$ cat src/design/rv_core_pkg.sv
package rv_core_pkg;

    localparam int xlen = 32;                      // data and address width
    localparam logic [xlen-1:0] reset_pc = 32'h0;  // address of the first fetch

    // opcode groups are opcode bits 6:4 followed by bit 2
    localparam logic [3:0] group_load   = 4'b0000;
    localparam logic [3:0] group_op_imm = 4'b0010;
    localparam logic [3:0] group_auipc  = 4'b0011;
    localparam logic [3:0] group_store  = 4'b0100;
    localparam logic [3:0] group_op     = 4'b0110;
    localparam logic [3:0] group_lui    = 4'b0111;
    localparam logic [3:0] group_branch = 4'b1100;

    localparam logic [1:0] opa_rs1  = 2'b00;  // operand A from the register bank
    localparam logic [1:0] opa_pc   = 2'b01;  // auipc adds to the pc
    localparam logic [1:0] opa_zero = 2'b10;  // lui ignores operand A

    typedef enum logic [3:0] {
        op_add,
        op_sub,
        op_and,
        op_or,
        op_xor,
        op_slt,
        op_pass_b
    } alu_op_e;

    typedef enum logic [2:0] {
        st_fetch,
        st_decode,
        st_execute,
        st_memory,
        st_writeback
    } seq_state_e;

    typedef union packed {
        struct packed {
            logic [6:0] funct7;
            logic [4:0] rs2;
            logic [4:0] rs1;
            logic [2:0] funct3;
            logic [4:0] rd;
            logic [6:0] opcode;
        } r;
        struct packed {
            logic [11:0] imm_11_0;
            logic [4:0]  rs1;
            logic [2:0]  funct3;
            logic [4:0]  rd;
            logic [6:0]  opcode;
        } i;
        struct packed {
            logic [6:0] imm_11_5;  // also carries the B format bits 12 and 10:5
            logic [4:0] rs2;
            logic [4:0] rs1;
            logic [2:0] funct3;
            logic [4:0] imm_4_0;   // B format bits 4:1 and 11
            logic [6:0] opcode;
        } s;
        struct packed {
            logic [19:0] imm_31_12;
            logic [4:0]  rd;
            logic [6:0]  opcode;
        } u;
    } instr_u;

endpackage

$ cat src/design/main_controller.sv
`timescale 1ns/1ns

module main_controller (
    input  logic [6:0] opcode,
    input  logic       hazard_mux_enable,  // bubble from the sequencer
    output logic       branch,
    output logic       memory_read,
    output logic       memory_to_register,
    output logic [3:0] alu_option,
    output logic       memory_write,
    output logic       alu_source,         // high selects the immediate as operand B
    output logic       register_write,
    output logic [1:0] opa_sel
);
    import rv_core_pkg::*;

    logic [3:0] group;

    assign group      = {opcode[6:4], opcode[2]};
    assign alu_option = hazard_mux_enable ? 4'b0000 : group;

    always_comb begin
        branch             = 1'b0;
        memory_read        = 1'b0;
        memory_to_register = 1'b0;
        memory_write       = 1'b0;
        alu_source         = 1'b0;
        register_write     = 1'b0;
        opa_sel            = opa_rs1;
        if (!hazard_mux_enable) begin
            case (group)
                group_load: begin
                    alu_source         = 1'b1;
                    memory_read        = 1'b1;
                    memory_to_register = 1'b1;  // writeback takes the load data
                    register_write     = 1'b1;
                end
                group_op_imm: begin
                    alu_source     = 1'b1;
                    register_write = 1'b1;
                end
                group_auipc: begin
                    alu_source     = 1'b1;
                    register_write = 1'b1;
                    opa_sel        = opa_pc;
                end
                group_store: begin
                    alu_source   = 1'b1;  // address is rs1 plus the S immediate
                    memory_write = 1'b1;
                end
                group_op: begin
                    register_write = 1'b1;
                end
                group_lui: begin
                    alu_source     = 1'b1;
                    register_write = 1'b1;
                    opa_sel        = opa_zero;
                end
                group_branch: begin
                    branch = 1'b1;  // the ALU compares rs1 with rs2
                end
                default: ;  // opcodes outside the subset raise no strobe
            endcase
        end
    end

    // a request is either a read or a write, the data port has a single we bit
    mem_strobe_excl_a: assert final (!(memory_read && memory_write))
        else $error("memory_read and memory_write high together");

endmodule

$ cat src/design/core_sequencer.sv
`timescale 1ns/1ns

module core_sequencer (
    input  logic clk,
    input  logic rst_n,
    input  logic memory_read,     // strobes as captured by the top level
    input  logic memory_write,
    input  logic register_write,
    input  logic branch,
    input  logic branch_taken,
    output logic bubble,
    output logic instr_req,
    output logic ir_load,
    output logic data_req,
    output logic data_we,
    output logic rf_we,
    output logic wb_valid,
    output logic pc_step,
    output logic pc_load
);
    import rv_core_pkg::*;

    seq_state_e state;
    seq_state_e state_next;
    logic       run_q;      // stays low until the first edge out of reset
    logic       wb_cycle;

    always_ff @(posedge clk) begin
        if (!rst_n) begin
            state <= st_fetch;
            run_q <= 1'b0;
        end else begin
            state <= state_next;
            run_q <= 1'b1;
        end
    end

    always_comb begin
        case (state)
            st_fetch:     state_next = run_q ? st_decode : st_fetch;
            st_decode:    state_next = st_execute;
            st_execute:   state_next = (memory_read || memory_write) ? st_memory : st_writeback;
            st_memory:    state_next = st_writeback;  // data reply arrives here
            st_writeback: state_next = st_fetch;
            default:      state_next = st_fetch;
        endcase
    end

    assign wb_cycle  = (state == st_writeback);
    assign bubble    = !(state == st_decode || state == st_execute);
    assign instr_req = run_q && (state == st_fetch);
    assign ir_load   = (state == st_decode);  // instruction word is on instr_data now
    assign data_req  = (state == st_execute) && (memory_read || memory_write);
    assign data_we   = data_req && memory_write;
    assign rf_we     = wb_cycle && register_write;
    assign wb_valid  = wb_cycle && register_write;  // x0 writes are traced as well
    assign pc_load   = wb_cycle && branch && branch_taken;
    assign pc_step   = wb_cycle && !(branch && branch_taken);

    pc_update_excl_a: assert property (@(posedge clk) disable iff (!rst_n)
        !(pc_step && pc_load));

endmodule

$ cat src/design/program_counter.sv
`timescale 1ns/1ns

module program_counter (
    input  logic                         clk,
    input  logic                         rst_n,
    input  logic                         pc_step,
    input  logic                         pc_load,
    input  logic [rv_core_pkg::xlen-1:0] target,  // pc plus the B immediate
    output logic [rv_core_pkg::xlen-1:0] pc
);
    import rv_core_pkg::*;

    always_ff @(posedge clk) begin
        if (!rst_n) begin
            pc <= reset_pc;
        end else if (pc_load) begin
            pc <= target;  // taken branch
        end else if (pc_step) begin
            pc <= pc + xlen'(4);
        end
    end

    // the B immediate only guarantees halfword alignment, so a bad offset shows up here
    pc_aligned_a: assert property (@(posedge clk) disable iff (!rst_n)
        pc[1:0] == 2'b00);

endmodule

$ cat src/design/register_bank.sv
`timescale 1ns/1ns

module register_bank (
    input  logic                         clk,
    input  logic [4:0]                   rs1,
    input  logic [4:0]                   rs2,
    input  logic [4:0]                   rd,
    input  logic                         we,
    input  logic [rv_core_pkg::xlen-1:0] wdata,
    output logic [rv_core_pkg::xlen-1:0] rdata1,
    output logic [rv_core_pkg::xlen-1:0] rdata2
);
    import rv_core_pkg::*;

    logic [xlen-1:0] regs [32];

    always_ff @(posedge clk) begin
        if (we && (rd != 5'd0)) begin
            regs[rd] <= wdata;  // x0 is never stored
        end
    end

    // reads are combinational, x0 is forced to zero
    assign rdata1 = (rs1 == 5'd0) ? '0 : regs[rs1];
    assign rdata2 = (rs2 == 5'd0) ? '0 : regs[rs2];

endmodule

$ cat src/design/immediate_gen.sv
`timescale 1ns/1ns

module immediate_gen (
    input  rv_core_pkg::instr_u          instr,
    output logic [rv_core_pkg::xlen-1:0] imm
);
    import rv_core_pkg::*;

    logic [3:0] group;

    assign group = {instr.r.opcode[6:4], instr.r.opcode[2]};

    always_comb begin
        case (group)
            group_load, group_op_imm: begin
                imm = {{20{instr.i.imm_11_0[11]}}, instr.i.imm_11_0};
            end
            group_store: begin
                imm = {{20{instr.s.imm_11_5[6]}}, instr.s.imm_11_5, instr.s.imm_4_0};
            end
            group_branch: begin
                // B format reuses the S fields, bit 11 sits in the low bit of imm_4_0
                imm = {{19{instr.s.imm_11_5[6]}}, instr.s.imm_11_5[6], instr.s.imm_4_0[0],
                       instr.s.imm_11_5[5:0], instr.s.imm_4_0[4:1], 1'b0};
            end
            group_lui, group_auipc: begin
                imm = {instr.u.imm_31_12, 12'b0};
            end
            default: begin
                imm = '0;  // R type has no immediate
            end
        endcase
    end

endmodule

$ cat src/design/alu.sv
`timescale 1ns/1ns

module alu (
    input  logic [3:0]                   alu_option,  // opcode group from the controller
    input  logic [2:0]                   funct3,
    input  logic                         funct7_5,
    input  logic                         alu_source,
    input  logic [rv_core_pkg::xlen-1:0] a,
    input  logic [rv_core_pkg::xlen-1:0] rs2_value,
    input  logic [rv_core_pkg::xlen-1:0] imm,
    output logic [rv_core_pkg::xlen-1:0] result,
    output logic                         branch_taken
);
    import rv_core_pkg::*;

    alu_op_e         op;
    logic [xlen-1:0] b;

    assign b = alu_source ? imm : rs2_value;

    always_comb begin
        case (alu_option)
            group_op, group_op_imm: begin
                case (funct3)
                    3'b000:  op = (alu_option == group_op && funct7_5) ? op_sub : op_add;
                    3'b010:  op = op_slt;
                    3'b100:  op = op_xor;
                    3'b110:  op = op_or;
                    3'b111:  op = op_and;
                    default: op = op_add;  // shifts and sltu are outside the subset
                endcase
            end
            group_lui: op = op_pass_b;
            default:   op = op_add;  // load, store and auipc all form a sum
        endcase
    end

    always_comb begin
        case (op)
            op_add:    result = a + b;
            op_sub:    result = a - b;
            op_and:    result = a & b;
            op_or:     result = a | b;
            op_xor:    result = a ^ b;
            op_slt:    result = {{(xlen-1){1'b0}}, $signed(a) < $signed(b)};
            op_pass_b: result = b;
            default:   result = a + b;
        endcase
    end

    // the sequencer only acts on this when the captured branch strobe is set
    always_comb begin
        case (funct3)
            3'b000:  branch_taken = (a == rs2_value);
            3'b001:  branch_taken = (a != rs2_value);
            default: branch_taken = 1'b0;
        endcase
    end

endmodule

$ cat src/design/rv_core_top.sv
`timescale 1ns/1ns

module rv_core_top (
    input  logic                         clk,
    input  logic                         rst_n,
    output logic                         instr_req,
    output logic [rv_core_pkg::xlen-1:0] instr_addr,
    input  logic [31:0]                  instr_data,
    output logic                         data_req,
    output logic                         data_we,
    output logic [rv_core_pkg::xlen-1:0] data_addr,
    output logic [rv_core_pkg::xlen-1:0] data_wdata,
    input  logic [rv_core_pkg::xlen-1:0] data_rdata,
    output logic                         wb_valid,
    output logic [4:0]                   wb_rd,
    output logic [rv_core_pkg::xlen-1:0] wb_data
);
    import rv_core_pkg::*;

    instr_u          ir_q;
    instr_u          instr_cur;     // memory reply during decode, the IR afterwards
    logic            bubble;
    logic            ir_load;
    logic            rf_we;
    logic            pc_step;
    logic            pc_load;
    logic            branch;
    logic            memory_read;
    logic            memory_to_register;
    logic [3:0]      alu_option;
    logic            memory_write;
    logic            alu_source;
    logic            register_write;
    logic [1:0]      opa_sel;
    logic            branch_q;
    logic            memory_read_q;
    logic            memory_write_q;
    logic            memory_to_register_q;
    logic            register_write_q;
    logic [xlen-1:0] pc;
    logic [xlen-1:0] target;
    logic [xlen-1:0] imm;
    logic [xlen-1:0] rdata1;
    logic [xlen-1:0] rdata2;
    logic [xlen-1:0] opa;
    logic [xlen-1:0] alu_result;
    logic            branch_taken;
    logic [xlen-1:0] alu_q;
    logic [xlen-1:0] load_q;
    logic [xlen-1:0] wdata;

    assign instr_cur = ir_load ? instr_data : ir_q;

    // strobes are steady through decode and execute, the last load is the one that counts
    always_ff @(posedge clk) begin
        if (!rst_n) begin
            branch_q             <= 1'b0;
            memory_read_q        <= 1'b0;
            memory_write_q       <= 1'b0;
            memory_to_register_q <= 1'b0;
            register_write_q     <= 1'b0;
        end else if (!bubble) begin
            branch_q             <= branch;
            memory_read_q        <= memory_read;
            memory_write_q       <= memory_write;
            memory_to_register_q <= memory_to_register;
            register_write_q     <= register_write;
        end
    end

    always_ff @(posedge clk) begin
        if (ir_load) begin
            ir_q <= instr_cur;
        end
        if (!bubble) begin
            alu_q <= alu_result;
        end
        if (memory_read_q) begin
            load_q <= data_rdata;  // the reply is on data_rdata in the memory state
        end
    end

    always_comb begin
        case (opa_sel)
            opa_pc:   opa = pc;
            opa_zero: opa = '0;
            default:  opa = rdata1;
        endcase
    end

    assign target     = pc + imm;
    assign wdata      = memory_to_register_q ? load_q : alu_q;
    assign instr_addr = pc;
    assign data_addr  = alu_result;  // valid in execute, when data_req is raised
    assign data_wdata = rdata2;
    assign wb_rd      = ir_q.r.rd;
    assign wb_data    = wdata;

    main_controller ctrl_i (
        .opcode             (instr_cur.r.opcode),
        .hazard_mux_enable  (bubble),
        .branch             (branch),
        .memory_read        (memory_read),
        .memory_to_register (memory_to_register),
        .alu_option         (alu_option),
        .memory_write       (memory_write),
        .alu_source         (alu_source),
        .register_write     (register_write),
        .opa_sel            (opa_sel)
    );

    core_sequencer seq_i (
        .clk            (clk),
        .rst_n          (rst_n),
        .memory_read    (memory_read_q),
        .memory_write   (memory_write_q),
        .register_write (register_write_q),
        .branch         (branch_q),
        .branch_taken   (branch_taken),
        .bubble         (bubble),
        .instr_req      (instr_req),
        .ir_load        (ir_load),
        .data_req       (data_req),
        .data_we        (data_we),
        .rf_we          (rf_we),
        .wb_valid       (wb_valid),
        .pc_step        (pc_step),
        .pc_load        (pc_load)
    );

    program_counter pc_i (
        .clk     (clk),
        .rst_n   (rst_n),
        .pc_step (pc_step),
        .pc_load (pc_load),
        .target  (target),
        .pc      (pc)
    );

    register_bank rf_i (
        .clk    (clk),
        .rs1    (instr_cur.r.rs1),
        .rs2    (instr_cur.r.rs2),
        .rd     (ir_q.r.rd),
        .we     (rf_we),
        .wdata  (wdata),
        .rdata1 (rdata1),
        .rdata2 (rdata2)
    );

    immediate_gen imm_i (
        .instr (instr_cur),
        .imm   (imm)
    );

    alu alu_i (
        .alu_option   (alu_option),
        .funct3       (instr_cur.r.funct3),
        .funct7_5     (instr_cur.r.funct7[5]),
        .alu_source   (alu_source),
        .a            (opa),
        .rs2_value    (rdata2),
        .imm          (imm),
        .result       (alu_result),
        .branch_taken (branch_taken)
    );

endmodule

$ cat config.mk
export PLATFORM = sky130hd
export DESIGN_NAME = rv_core_top
export DESIGN_NICKNAME = d
export VERILOG_FILES = /design/src/design/rv_core_pkg.sv /design/src/design/main_controller.sv /design/src/design/core_sequencer.sv /design/src/design/program_counter.sv /design/src/design/register_bank.sv /design/src/design/immediate_gen.sv /design/src/design/alu.sv /design/src/design/rv_core_top.sv
export SDC_FILE = /design/constraint.sdc
export NUM_CORES = 2
export LEC_CHECK = 0
export ABC_AREA = 1
export ABC_CLOCK_PERIOD_IN_PS = 14350
export BUFFER_PORTS_ARGS = -buffer_cell sky130_fd_sc_hd__buf_2
export CAP_MARGIN = 25
export CORE_MARGIN = 2
export CORE_UTILIZATION = 30
export CTS_CLUSTER_DIAMETER = 50
export DETAILED_ROUTE_END_ITERATION = 12
export PLACE_DENSITY = 0.44
export SYNTH_ARGS = -nofsm -noshare
export SYNTH_HDL_FRONTEND = slang
export SYNTH_SLANG_ARGS = --single-unit
$ cat constraint.sdc
create_clock -name clk -period 14.35 [get_ports clk]
set_clock_uncertainty 0.15 [all_clocks]
set_input_delay 0 -clock clk [delete_from_list [all_inputs] [get_ports clk]]
set_output_delay 0 -clock clk [all_outputs]
set_load 0.05 [all_outputs]
==> flow_metrics.tcl <==
set metrics [dict create \
    rows 173 \
    numPortBuffers 199 \
    rsz0062_at_grt "no" \
    synth.avg_cell_area_um2 8.14 \
    drtAntennaViolNets 0 \
    cp_slowest_cell "buf_4" \
    synth.top_cell.area_share 0.503 \
    required_ns 14.20 \
    p_leak_nw 30.7 \
    seq_area_frac_synth 0.515 \
    die_w_um 475 \
    ys.flop_type "edfxtp_1" \
    multi_input_area_um2 28400 \
    cts_tree "built" \
    grt_max_degree 154 \
    p_per_area_nw_per_um2 168 \
    max_stage_delay_ns 0.75 \
    gp_congestion 0.988 \
    power_frac_seq 0.321 \
    path_clk_slew_ns 0.05 \
    power_frac_clock 0.309 \
    start_util 0.301 \
    synth_area_leader_cell "edfxtp_1" \
    dp_hpwl_mm 186 \
    cp-start-kind "flip-flop" \
    fin_ws_ns 4.35 \
    viasPerCell 5.42 \
    slew_viol_final 0 \
    hold_ws_ns 0.0805 \
    intPower_mw 7.47 \
    antenna_found_initial 28 \
    regArea_um2 34300 \
    place_ws_ns 5.43 \
    routed_wl_mm 308 \
    cp-end-kind "output pin" \
    min_period_ns 10.0 \
    htreeDepth 4 \
    max_freq_mhz 100 \
    drv_cap 0 \
    worstPathMaxFanout 50 \
    dieArea_um2 226000 \
    tightestPinTransition_ns 1.11 \
    ys_ff_latch 1157 \
    post-route-period-util 0.697 \
    p_sw_mw 5.43 \
    critPathKind "flip-flop to output pin" \
    grt-ovfl-total 0 \
    synth_area_leaders "edfxtp_1 50%, nand2_1 17%, nand3_1 12%" \
    hold_violations 0 \
    ir_worst_vdd_v 0.000130 \
    drc 0 \
    synth_edf_count 1117 \
    vias 62000 \
    async_flop_share 0 \
    place_inst 11000 \
    die_h_um 475 \
    ios 203 \
    hp-start "instr_data[29]" \
    setup_viol 0 \
    final_cells 11400 \
    path_common_cell "nand2_1" \
    fillers 22800 \
    drive_gt1_frac 0.0866 \
    cts_buffers 165 \
    crit_start "seq_i.state[1]" \
    arrival_ns 9.85 \
    netlist_instances 8193 \
    core_area_um2 222000 \
    hold_class "input port to flip-flop" \
    grt_pass1_vias 57800 \
    area_growth_pct 15.0 \
    synth_cell_type_count 61 \
    outcome "completed" \
    finalSetupTns_ns 0 \
    worstReg2RegStart "seq_i.state[1]" \
    max_slew_margin 0.260 \
    wl_per_cell_um 27.0 \
    grt_use_total 0.265 \
    postCtsResizedCells 0 \
    layout.nets 8507 \
    drt-initial-drc-count 7466 \
    firstDrtPassIters 6 \
    clock_sinks 1157 \
    p_comb_frac 0.370 \
    p_sw_frac 0.421 \
    root_buffer "clkbuf_16" \
    netlist_area_um2 66700 \
    insertion_delay_ns 0.83 \
    grt_pass1_wl_mm 429 \
    clockBufferDepth 3 \
    yosys_warnings 0 \
]
==> power by group through the flow <==
stage	clock, mW	sequential (mW)	combinational [mW]
6_report	3.98	4.15	4.78
5_1_grt	4.19	4.15	5.08
4_1_cts	4.06	4.15	4.70
3_5_place_dp	0	4.21	4.67
3_3_place_gp	0	4.21	4.66
2_1_floorplan	0	4.20	2.89
==> timing repair <==
action | CTS | global route
hold buffers | 102 | 0
endpoints found under the setup margin | 0 | 0
buffers inserted | 0 | 0
hold endpoints to repair | 95 | 0
==> final cells by class <==
class | instances | area share
antenna | 9 | 0.000294
clock inverter | 109 | 0.0129
tap | 2975 | 0.0485
inverter | 476 | 0.0234
timing repair buffer | 433 | 0.0408
multi-input combinational | 6091 | 0.371
clock buffer | 190 | 0.0559
sequential | 1157 | 0.448
==> final timing paths <==
check                   end  slack, ns  depth (start not counted)
min                ir_q[29]       0.08                          4
max           data_addr[11]       4.35                         28
max reg2reg       alu_q[11]       5.25                         27
min reg2reg  seq_i.state[0]       0.33                          2
==> cell usage in the layout, fill, tap and decap left out, types with 10 or more instances in the layout <==
cell           instances
buf_2                200
o21ai_1               54
mux2_2                32
nand2_1             3062
dlygate4sd3_1        102
clkbuf_16            168
inv_1                447
buf_12                10
clkbuf_1              22
nor2_4                32
o21a_1                15
nor3_1                44
a21oi_1              283
o21ai_0              238
or2_2                 14
a31oi_1               18
nand2_2               10
dfxtp_1               39
nand3_1             1631
xor2_1                51
clkinv_1              30
bufinv_16             11
clkinv_2              26
a211oi_1              11
conb_1                32
nor2_1               276
clkinvlp_4            10
o211ai_1              16
inv_2                 25
ha_1                 115
nand4_1               37
inv_6                 19
edfxtp_1            1117
buf_4                121
nand3b_1              16
==> layer usage <==
| metal | GRT usage | wire length, um | vias up |
|---|---|---|---|
| li1 | - | - | 28000 |
| met1 | 0.360 | 131000 | 30300 |
| met2 | 0.425 | 140000 | 3143 |
| met3 | 0.0390 | 24800 | 554 |
| met4 | 0.105 | 13000 | 4 |
| met5 | 0 | 28 | - |
==> cells in the mapped netlist, types with 32 or more instances <==
library cell and count:
edfxtp_1 1117, inv_1 448, o21ai_0 238, nand2_1 3065, buf_2 303, mux2_2 32, ha_1 115, nor2_1 306
clkbuf_1 109, dfxtp_1 40, xor2_1 51, o21ai_1 54, nand4_1 37, nand3_1 1631, nor3_1 48, a21oi_1 283
buf_4 58
==> state kept, by name, indices dropped and copies added, names as in the netlist <==
signal                flops
pc_i.pc                  32
alu_q                    32
branch_q                  1
memory_write_q            1
register_write_q          1
load_q                   32
ir_q                     29
seq_i.state               3
rf_i.regs              1024
memory_to_register_q      1
seq_i.run_q               1
==> cells by family (layout without fill, tap and decap cells) <==
group | Yosys count | after routing | synth area share
and+or+nand+nor | 5165 | 5165 | 0.328
xor gates and xnor gates | 53 | 53 | 0.00696
AOI/OAI and AO/OA | 691 | 691 | 0.0568
adders and majority gates | 117 | 117 | 0.0222
buffers and inverters | 976 | 1208 | 0.0655
DFF | 1157 | 1157 | 0.515
other | 1 | 41 | 0.0000562
muxes | 33 | 33 | 0.00555
==> metrics by stage <==
stage | power [mW] | util | instance area [um2]
detailed placement | 8.88 | 0.318 | 70400
global route | 13.4 | 0.346 | 76700
global placement | 8.87 | 0.318 | 70400
floorplan | 7.09 | - | 66800
CTS | 12.9 | 0.346 | 76700
finish | 12.9 | 0.346 | 76700
==> worst max-delay path: cells and delay by family, from the launching register on <==
kind,cells,cell delay [ns]
adders and majority gates,1,0.34
and+or+nand+nor,14,3.11
DFF,1,0.33
buffers and inverters,7,3.28
AOI/OAI and AO/OA,6,1.73
No activity file was read; power rests on OpenSTA's default activity.
